## config.mk

```make
export PLATFORM = sky130hd
export DESIGN_NAME = owt_shadow_top
export DESIGN_NICKNAME = d
export VERILOG_FILES = /design/src/logic/shadow_pkg.sv /design/src/logic/shadow_wr_if.sv /design/src/logic/owt_shadow_ctrl.sv /design/src/logic/status_shadow_bank.sv /design/src/logic/adc_shadow_pair.sv /design/src/logic/owt_shadow_top.sv
export VERILOG_INCLUDE_DIRS = /design/src /design/src/logic
export SDC_FILE = /design/constraint.sdc
export NUM_CORES = 1
export LEC_CHECK = 0
export BUFFER_PORTS_ARGS = -buffer_cell sky130_fd_sc_hd__buf_2
export CAP_MARGIN = 5
export CORE_MARGIN = 8
export CORE_UTILIZATION = 40
export CTS_BUF_LIST = sky130_fd_sc_hd__clkbuf_16
export DETAILED_ROUTE_END_ITERATION = 8
export PLACE_DENSITY_LB_ADDON = 0.2
export SLEW_MARGIN = 20
export SYNTH_ARGS = -nofsm -noshare
export SYNTH_HDL_FRONTEND = slang
export SYNTH_SLANG_ARGS = --single-unit
```

## constraint.sdc

```tcl
create_clock -name i_clk -period 5.8 [get_ports i_clk]
set_clock_uncertainty 0.2 [all_clocks]
set_input_delay 0.29 -clock i_clk [delete_from_list [all_inputs] [get_ports i_clk]]
set_output_delay 0.29 -clock i_clk [all_outputs]
set_load 0.02 [all_outputs]
```

## src/logic/shadow_settings.svh

```systemverilog
// shadow register bank settings
// widths of the one-wire frame and the shadow address map
`ifndef SHADOW_SETTINGS_SVH
`define SHADOW_SETTINGS_SVH

//==================================================
// widths
//==================================================
`define SHADOW_REG_DW   10
`define SHADOW_ADC_DW   10
`define SHADOW_AW       7

// top command bit is the write flag, the rest is the address
`define OWT_CMD_W       8
// two adc words side by side
`define OWT_DATA_W      20

//==================================================
// shadow address map
//==================================================
`define ADDR_EFUSE_CFG  7'h06
`define ADDR_EFUSE_STAT 7'h07
`define ADDR_STATUS1    7'h08
`define ADDR_STATUS2    7'h0A
`define ADDR_STATUS3    7'h0C
`define ADDR_STATUS4    7'h0D
`define ADDR_BIST1      7'h14
`define ADDR_BIST2      7'h15

// one frame here loads both adc shadows
`define ADDR_ADC        7'h1F

`endif

```

## src/logic/shadow_pkg.sv

```systemverilog
// shadow bank types
// vector types for frame and register fields, wishbone cycle states
`include "shadow_settings.svh"

package shadow_pkg;

    //==================================================
    // data and address vectors
    //==================================================
    typedef logic [`SHADOW_REG_DW-1:0] reg_data_t;
    typedef logic [`SHADOW_ADC_DW-1:0] adc_word_t;
    typedef logic [`SHADOW_AW-1:0]     reg_addr_t;

    // raw one-wire receiver fields
    typedef logic [`OWT_CMD_W-1:0]     owt_cmd_t;
    // also the wishbone read data width
    typedef logic [`OWT_DATA_W-1:0]    owt_data_t;

    //==================================================
    // wishbone slave cycle
    //==================================================
    typedef enum logic {
        WB_IDLE,
        WB_RESP
    } wb_state_t;

endpackage

```

## src/logic/shadow_wr_if.sv

```systemverilog
// shadow write interface
// one registered frame write, broadcast from control to the shadow banks
`timescale 1ns/1ps

interface shadow_wr_if import shadow_pkg::*; ();

    // one cycle per accepted frame
    logic      wr_stb;
    reg_addr_t wr_addr;
    adc_word_t wr_lo;
    adc_word_t wr_hi;

    modport ctrl (
        output wr_stb,
        output wr_addr,
        output wr_lo,
        output wr_hi
    );

    // address decode is left to each bank
    modport bank (
        input wr_stb,
        input wr_addr,
        input wr_lo,
        input wr_hi
    );

endinterface

```

## src/logic/owt_shadow_ctrl.sv

```systemverilog
// shadow bank control
// qualifies one-wire frames into shadow writes and runs the wishbone read cycle
`timescale 1ns/1ps
`include "shadow_settings.svh"

module owt_shadow_ctrl import shadow_pkg::*; (
    input  logic        i_clk,
    input  logic        i_reset,
    input  logic        i_owt_rx_ack,
    input  owt_cmd_t    i_owt_rx_cmd,
    input  owt_data_t   i_owt_rx_data,
    input  logic        i_owt_rx_status,
    input  logic        i_wb_cyc,
    input  logic        i_wb_stb,
    input  logic        i_wb_we,
    input  reg_addr_t   i_wb_adr,
    output owt_data_t   o_wb_dat,
    output logic        o_wb_ack,
    output logic        o_wb_err,
    shadow_wr_if.ctrl   wr,
    output reg_addr_t   o_rd_addr,
    input  reg_data_t   i_bank_rd_data,
    input  logic        i_bank_rd_hit,
    input  owt_data_t   i_adc_rd_data,
    input  logic        i_adc_rd_hit
);

    logic      frame_ok;
    logic      wb_req;
    logic      wb_we_q;
    logic      rd_hit;
    owt_data_t rd_data;
    wb_state_t state_q;
    wb_state_t state_d;

    //==================================================
    // frame path
    //==================================================
    // rx ack, no error, write flag set
    assign frame_ok = i_owt_rx_ack & ~i_owt_rx_status & i_owt_rx_cmd[`OWT_CMD_W-1];

    always_ff @(posedge i_clk) begin
        if (i_reset) begin
            wr.wr_stb <= 1'b0;
        end else begin
            wr.wr_stb <= frame_ok;
        end
    end

    always_ff @(posedge i_clk) begin
        if (frame_ok) begin
            wr.wr_addr <= i_owt_rx_cmd[`SHADOW_AW-1:0];
            wr.wr_lo   <= i_owt_rx_data[`SHADOW_ADC_DW-1:0];
            wr.wr_hi   <= i_owt_rx_data[`OWT_DATA_W-1 -: `SHADOW_ADC_DW];
        end
    end

    //==================================================
    // wishbone slave
    //==================================================
    assign wb_req = i_wb_cyc & i_wb_stb;

    always_comb begin
        state_d = state_q;
        case (state_q)
            WB_IDLE: begin
                if (wb_req) begin
                    state_d = WB_RESP;
                end
            end
            WB_RESP: state_d = WB_IDLE;
            default: state_d = WB_IDLE;
        endcase
    end

    always_ff @(posedge i_clk) begin
        if (i_reset) begin
            state_q <= WB_IDLE;
        end else begin
            state_q <= state_d;
        end
    end

    // request fields held for the response cycle
    always_ff @(posedge i_clk) begin
        if (state_q == WB_IDLE && wb_req) begin
            o_rd_addr <= i_wb_adr;
            wb_we_q   <= i_wb_we;
        end
    end

    // banks return zero without a hit, so or-ing is enough
    assign rd_hit  = i_bank_rd_hit | i_adc_rd_hit;
    assign rd_data = {{(`OWT_DATA_W - `SHADOW_REG_DW){1'b0}}, i_bank_rd_data} | i_adc_rd_data;

    assign o_wb_ack = (state_q == WB_RESP) & ~wb_we_q & rd_hit;
    assign o_wb_err = (state_q == WB_RESP) & (wb_we_q | ~rd_hit);
    assign o_wb_dat = o_wb_ack ? rd_data : '0;

endmodule

```

## src/logic/status_shadow_bank.sv

```systemverilog
// status shadow bank
// eight 10-bit copies of the hv status registers, written from qualified frames
`timescale 1ns/1ps
`include "shadow_settings.svh"

module status_shadow_bank import shadow_pkg::*; (
    input  logic        i_clk,
    input  logic        i_reset,
    shadow_wr_if.bank   wr,
    input  reg_addr_t   i_rd_addr,
    output reg_data_t   o_rd_data,
    output logic        o_rd_hit
);

    localparam int NUM_REGS = 8;

    // slot order: efuse cfg/stat, status1..4, bist1/2
    localparam reg_addr_t REG_ADDR [NUM_REGS] = '{
        `ADDR_EFUSE_CFG,
        `ADDR_EFUSE_STAT,
        `ADDR_STATUS1,
        `ADDR_STATUS2,
        `ADDR_STATUS3,
        `ADDR_STATUS4,
        `ADDR_BIST1,
        `ADDR_BIST2
    };

    reg_data_t           shadow [NUM_REGS];
    logic [NUM_REGS-1:0] wr_sel;
    logic [NUM_REGS-1:0] rd_sel;

    //==================================================
    // write decode and storage
    //==================================================
    for (genvar gi = 0; gi < NUM_REGS; gi++) begin : g_reg
        assign wr_sel[gi] = wr.wr_stb && (wr.wr_addr == REG_ADDR[gi]);
        assign rd_sel[gi] = (i_rd_addr == REG_ADDR[gi]);

        always_ff @(posedge i_clk) begin
            if (i_reset) begin
                shadow[gi] <= '0;
            end else if (wr_sel[gi]) begin
                // register value sits in the low half of the frame
                shadow[gi] <= wr.wr_lo;
            end
        end
    end

    //==================================================
    // read select
    //==================================================
    // addresses are distinct, at most one select is set
    always_comb begin
        o_rd_data = '0;
        for (int i = 0; i < NUM_REGS; i++) begin
            if (rd_sel[i]) begin
                o_rd_data = o_rd_data | shadow[i];
            end
        end
    end

    assign o_rd_hit = |rd_sel;

endmodule

```

## src/logic/adc_shadow_pair.sv

```systemverilog
// adc shadow pair
// both adc words loaded from one frame and read back as a single word
`timescale 1ns/1ps
`include "shadow_settings.svh"

module adc_shadow_pair import shadow_pkg::*; (
    input  logic        i_clk,
    input  logic        i_reset,
    shadow_wr_if.bank   wr,
    input  reg_addr_t   i_rd_addr,
    output owt_data_t   o_rd_data,
    output logic        o_rd_hit
);

    adc_word_t adc1;
    adc_word_t adc2;
    logic      wr_hit;

    assign wr_hit = wr.wr_stb && (wr.wr_addr == `ADDR_ADC);

    // adc1 from low half, adc2 from high half, same edge
    always_ff @(posedge i_clk) begin
        if (i_reset) begin
            adc1 <= '0;
            adc2 <= '0;
        end else if (wr_hit) begin
            adc1 <= wr.wr_lo;
            adc2 <= wr.wr_hi;
        end
    end

    //==================================================
    // readback
    //==================================================
    assign o_rd_hit  = (i_rd_addr == `ADDR_ADC);
    assign o_rd_data = o_rd_hit ? {adc2, adc1} : '0;

endmodule

```

## src/logic/owt_shadow_top.sv

```systemverilog
// lv shadow register bank
// copies hv registers from one-wire frames, read back over a wishbone slave
`timescale 1ns/1ps

module owt_shadow_top import shadow_pkg::*; (
    input  logic        i_clk,
    input  logic        i_reset,
    // one-wire receiver
    input  logic        i_owt_rx_ack,
    input  owt_cmd_t    i_owt_rx_cmd,
    input  owt_data_t   i_owt_rx_data,
    input  logic        i_owt_rx_status,
    // wishbone classic slave
    input  logic        i_wb_cyc,
    input  logic        i_wb_stb,
    input  logic        i_wb_we,
    input  reg_addr_t   i_wb_adr,
    output owt_data_t   o_wb_dat,
    output logic        o_wb_ack,
    output logic        o_wb_err
);

    reg_addr_t rd_addr;
    reg_data_t bank_rd_data;
    logic      bank_rd_hit;
    owt_data_t adc_rd_data;
    logic      adc_rd_hit;

    shadow_wr_if u_wr_if ();

    //==================================================
    // control
    //==================================================
    owt_shadow_ctrl u_ctrl (
        .i_clk           (i_clk),
        .i_reset         (i_reset),
        .i_owt_rx_ack    (i_owt_rx_ack),
        .i_owt_rx_cmd    (i_owt_rx_cmd),
        .i_owt_rx_data   (i_owt_rx_data),
        .i_owt_rx_status (i_owt_rx_status),
        .i_wb_cyc        (i_wb_cyc),
        .i_wb_stb        (i_wb_stb),
        .i_wb_we         (i_wb_we),
        .i_wb_adr        (i_wb_adr),
        .o_wb_dat        (o_wb_dat),
        .o_wb_ack        (o_wb_ack),
        .o_wb_err        (o_wb_err),
        .wr              (u_wr_if.ctrl),
        .o_rd_addr       (rd_addr),
        .i_bank_rd_data  (bank_rd_data),
        .i_bank_rd_hit   (bank_rd_hit),
        .i_adc_rd_data   (adc_rd_data),
        .i_adc_rd_hit    (adc_rd_hit)
    );

    //==================================================
    // shadow banks
    //==================================================
    status_shadow_bank u_status_bank (
        .i_clk     (i_clk),
        .i_reset   (i_reset),
        .wr        (u_wr_if.bank),
        .i_rd_addr (rd_addr),
        .o_rd_data (bank_rd_data),
        .o_rd_hit  (bank_rd_hit)
    );

    adc_shadow_pair u_adc_pair (
        .i_clk     (i_clk),
        .i_reset   (i_reset),
        .wr        (u_wr_if.bank),
        .i_rd_addr (rd_addr),
        .o_rd_data (adc_rd_data),
        .o_rd_hit  (adc_rd_hit)
    );

endmodule

```

==> results <==
- The flow ran to the end, and the final reports show no timing, DRC or antenna violations.
- The number of global-route vias before repair came to 4073.
- The setup TNS is 0 ns.
- The H-tree generated during clock tree synthesis spans 4 levels.
- No sink is reached through more buffers than the 2 on the longest clock path.
- Counting both buffers and inverters, the worst setup path holds a total of 1.
- In this run the power density over the cells is 300 mW/mm².
- Relative to the synthesized area, the layout overhead comes to 23.7%.
- The final design instance area without fill is 0.00757 mm².
- The top-level port count is 64.
- The number of vias per cell after detailed routing is 5.18.
- Clock latency on the worst-skew pair, taken at its later pin, is 0.42 ns.
- For this design the static power due to leakage is 0.00272 µW.
- At the worst endpoint, the arrival time is 2.59 ns.
- The DRC violation count after routing is 0.
- The share of flip-flops with an asynchronous set or reset is 0.
- In this run the critical register-to-register path is captured at u_status_bank.shadow[1][14]$_SDFFCE_PN0P_.
- The TritonCTS buffer count is 17.
- The area fraction of the dominant cell type after synthesis is 0.564.
- The post-layout net count is 603.
- The share of the Yosys chip area taken by registers is 0.636.
- Summed over all instances, the cell type with the most area after synthesis is sky130_fd_sc_hd__edfxtp_1.
- The category of the worst setup path launch point is a register.
- The number of fill cells in the layout is 1285.
- The share of total power dissipated in sequential elements is 0.502.
- The total instance count after detailed placement is 691.
- On the worst path, the slowest cell contributes a delay of 0.84 ns.
- The startpoint identified for the worst hold timing path is i_reset.
- STA puts the critical path data required time at 5.31 ns.
- The net switching power figure is 480 µW.
- The post-synthesis register bit count is 137.
- The total power after layout is 2270 µW.
- The proportion of layout cells with a drive suffix above 1 is 0.228.
- By area the synthesized netlist is led by sky130_fd_sc_hd__edfxtp_1 56%, sky130_fd_sc_hd__and2_1 9.3%, sky130_fd_sc_hd__dfxtp_1 7.2%, sky130_fd_sc_hd__mux2i_1 5.1%, sky130_fd_sc_hd__a22oi_1 2.1%.
- The cts-stage hold buffer count is 39.
- The number of antenna violations at the first check in global routing is 0.
- The cell depth of the worst hold path is 2.
- After synthesis, the netlist uses 55 different library cells.
- The synthesized net count is 491.
- In this run the remaining antenna-violating nets after routing total 0.
- The floorplan has 45 rows.
- In this run the mean area of a mapped cell was 13.6 µm².
- Yosys mapped a number of flops with a built-in enable equal to 115.
- The wire length of the first global-routing pass is 22400 µm.
- The kind of cell with the highest combined delay on the critical path is simple AND/OR/NAND/NOR gates.
- After synthesis the cells add up to 0.00612 mm².
- The die is 140 µm tall.
- Of the total power, combinational logic draws 0.042.
- The area occupied by multi-input gates is 0.00207 mm².
- TritonCTS built the clock tree.
- For the pin with the worst max-slew slack, the measured transition is 0.801 ns.
- The critical path is of the register to output port type.
- After legalization and detailed placement, the total HPWL measured 9830 µm.
- The number of gates resized after CTS was 0.
- The iteration count of the initial detailed-routing pass is 4.
- The die extent in x is 140 µm.
- After detailed routing, the average wire length per cell comes to 18.7 µm.
- Leaving out filler cells and counting taps, the final layout contains 762.
- The clock period could shrink to 3.08 ns.
- Across the VDD grid, the largest voltage drop is 0.000194 V.
- The area occupied by registers is 0.00389 mm².
- The placed cell area is 0.00661 mm².
- At the end of routability-driven placement, the weighted congestion stood at 0.837.
- The die footprint is 0.0195 mm².
- Setup violations remaining at the end of the flow were counted as 0.
- The DRC violation total after the first TritonRoute iteration is 257.
- The number of maximum-capacitance constraint violations is 0.
- The tightest min-delay check is of the input port to register type.
- The clock network fraction of design power is 0.455.
- The number of pins with negative max-slew slack in the final report is 0.
- The cell sitting at the root of the clock tree is a sky130_fd_sc_hd__clkbuf_16.
- The depth of the worst register-to-register path is 4.
- Dividing the final minimum period by the clock period gives 0.532.
- Clock-pin slew was measured on the worst setup and hold paths at 0.06 ns.
- The total area inside the core boundary comes to 0.0151 mm².
- The cell count after synthesis is 449.
- In this run the post-CTS setup repair buffer count came out at 0.
- Setup repair after global routing left no endpoint under its margin.
- The launch instance of the worst register-to-register path is u_ctrl.wr.wr_addr[5]$_DFFE_PP_.
- Of the total power, the share spent switching nets is 0.211.
- The signal on the critical path passes through and4b_4, nand2_2, nor2_1, and2_1, buf_2.
- The total track usage is 0.151.
- In this run the tightest slew margin relative to its limit is 0.460.
- The count of port buffers added during placement is 63.
- The internal portion of the total power is 1790 µW.
- The slowest cell on the critical path is sky130_fd_sc_hd__edfxtp_1.
- The number of antenna diodes in the final layout is 0.
- The maximum clock frequency is 0.324 GHz.
- During synthesis, Yosys emitted a total of 0 warnings.
- Summing over every cut layer, the via total after detailed routing is 3947.
- The reg2reg setup slack is 3.33 ns.
- STA classifies the critical path endpoint as an output port.
- The final wirelength is 14200 µm.
- The number of sinks handled by clock tree synthesis is 137.
- The path with the worst hold slack has its endpoint at u_adc_pair.adc2[9]$_SDFFE_PP0P_.
- The total congestion overflow after global routing is 0.
- Entering global routing, the biggest net connects 30 pins.
- The initial cell density of the core is 0.406.
- Of all nets on the critical path, the largest fanout is 13.
- The final number of hold-violating endpoints is 0.
- The primary flip-flop cell chosen by synthesis mapping is sky130_fd_sc_hd__edfxtp_1.
[metal layers]
layer / wire, µm / vias to the layer above / track usage
met1: 6200 / 1905 / 0.185
met5: 0 / - / 0
met2: 7040 / 118 / 0.250
met3: 790 / 21 / 0.0445
met4: 211 / 0 / 0.0514
li1: - / 1903 / -
[worst max path at each step]
stage	start	endpoint	slack, ns	cells after the start
floorplan	u_ctrl.wr.wr_addr[5]$_DFFE_PP_	u_status_bank.shadow[1][0]$_SDFFCE_PN0P_	3.43	3
global placement	u_ctrl.o_rd_addr[0]$_DFFE_PP_	o_wb_dat[9]	3.17	5
detailed placement	u_ctrl.o_rd_addr[0]$_DFFE_PP_	o_wb_dat[12]	3.11	5
CTS	u_ctrl.o_rd_addr[0]$_DFFE_PP_	o_wb_dat[12]	2.64	5
global route	u_ctrl.o_rd_addr[2]$_DFFE_PP_	o_wb_dat[1]	2.54	5
finish	u_ctrl.o_rd_addr[0]$_DFFE_PP_	o_wb_dat[12]	2.72	5
[cell usage after synthesis, types with 4 or more instances]
master and count:
sky130_fd_sc_hd__a22o_1 8, sky130_fd_sc_hd__a22oi_1 17, sky130_fd_sc_hd__a2bb2oi_1 6, sky130_fd_sc_hd__a31oi_1 8, sky130_fd_sc_hd__and2_1 91, sky130_fd_sc_hd__buf_4 4
sky130_fd_sc_hd__buf_6 5, sky130_fd_sc_hd__clkbuf_1 5, sky130_fd_sc_hd__dfxtp_1 22, sky130_fd_sc_hd__edfxtp_1 115, sky130_fd_sc_hd__inv_1 5, sky130_fd_sc_hd__mux2i_1 31
sky130_fd_sc_hd__nand2_1 16, sky130_fd_sc_hd__nand3_1 4, sky130_fd_sc_hd__nor2_1 31, sky130_fd_sc_hd__nor2b_1 4, sky130_fd_sc_hd__nor3_2 7, sky130_fd_sc_hd__o21ai_0 6
sky130_fd_sc_hd__o2bb2ai_1 7
[power groups by stage]
stage	clock (µW)	combinational (µW)	sequential, µW
4_1_cts	1050	95.5	1140
3_5_place_dp	0	75.8	1160
5_1_grt	1090	103	1150
6_report	1030	95.5	1140
2_1_floorplan	0	52.2	1140
3_3_place_gp	0	74.2	1160
[cells in the final DEF (no fill, tap or decap), types with 3 or more instances in the layout]
master,n
sky130_fd_sc_hd__dfxtp_1,22
sky130_fd_sc_hd__and2_1,91
sky130_fd_sc_hd__a22o_1,8
sky130_fd_sc_hd__nand2_1,16
sky130_fd_sc_hd__o21ai_0,6
sky130_fd_sc_hd__nor3_2,7
sky130_fd_sc_hd__buf_4,10
sky130_fd_sc_hd__mux2_2,3
sky130_fd_sc_hd__edfxtp_1,115
sky130_fd_sc_hd__a31oi_1,8
sky130_fd_sc_hd__dlygate4sd3_1,39
sky130_fd_sc_hd__o2bb2ai_1,7
sky130_fd_sc_hd__nand3_1,4
sky130_fd_sc_hd__inv_1,8
sky130_fd_sc_hd__mux2i_1,31
sky130_fd_sc_hd__a22oi_1,17
sky130_fd_sc_hd__o31ai_1,3
sky130_fd_sc_hd__a2bb2oi_1,6
sky130_fd_sc_hd__clkbuf_16,19
sky130_fd_sc_hd__nor2_1,30
sky130_fd_sc_hd__nand2b_1,3
sky130_fd_sc_hd__and4_1,3
sky130_fd_sc_hd__nor2b_1,4
sky130_fd_sc_hd__buf_2,63
[stage by stage]
step	worst slack [ns]	util	hold WS, ns
after floorplan	3.43	-	0.167
after global placement	3.17	0.438	0.255
after detailed placement	3.11	0.438	0.265
after CTS	2.64	0.502	0.158
after global routing	2.54	0.502	0.188
final	2.72	0.502	0.168
[cell families (layout without fill, tap and decap cells)]
kind of cell	Yosys count	after routing	synth area share
muxes	34	34	0.0562
xor gates and xnor gates	1	1	0.00143
AOI/OAI and AO/OA	65	65	0.0846
buffers and inverters	25	150	0.0274
and+or+nand+nor	187	187	0.195
DFF	137	137	0.636
[area by class of cell]
cell class                 instances  area share
timing repair buffer             112       0.103
sequential                       137       0.514
multi-input combinational        287       0.273
clock inverter                    13      0.0132
clock buffer                      19      0.0628
inverter                           6     0.00297
tap                              188      0.0311
[flip-flops by register name, indices dropped and copies added, names as in the netlist]
name and count:
u_ctrl.state_q 1, u_status_bank.shadow 80, u_ctrl.o_rd_addr 7, u_adc_pair.adc1 10, u_ctrl.wr.wr_hi 10, u_adc_pair.adc2 10
u_ctrl.wr.wr_stb 1, u_ctrl.wr.wr_lo 10, u_ctrl.wb_we_q 1, u_ctrl.wr.wr_addr 7
Note: power is estimated with default switching activity, not from simulation.
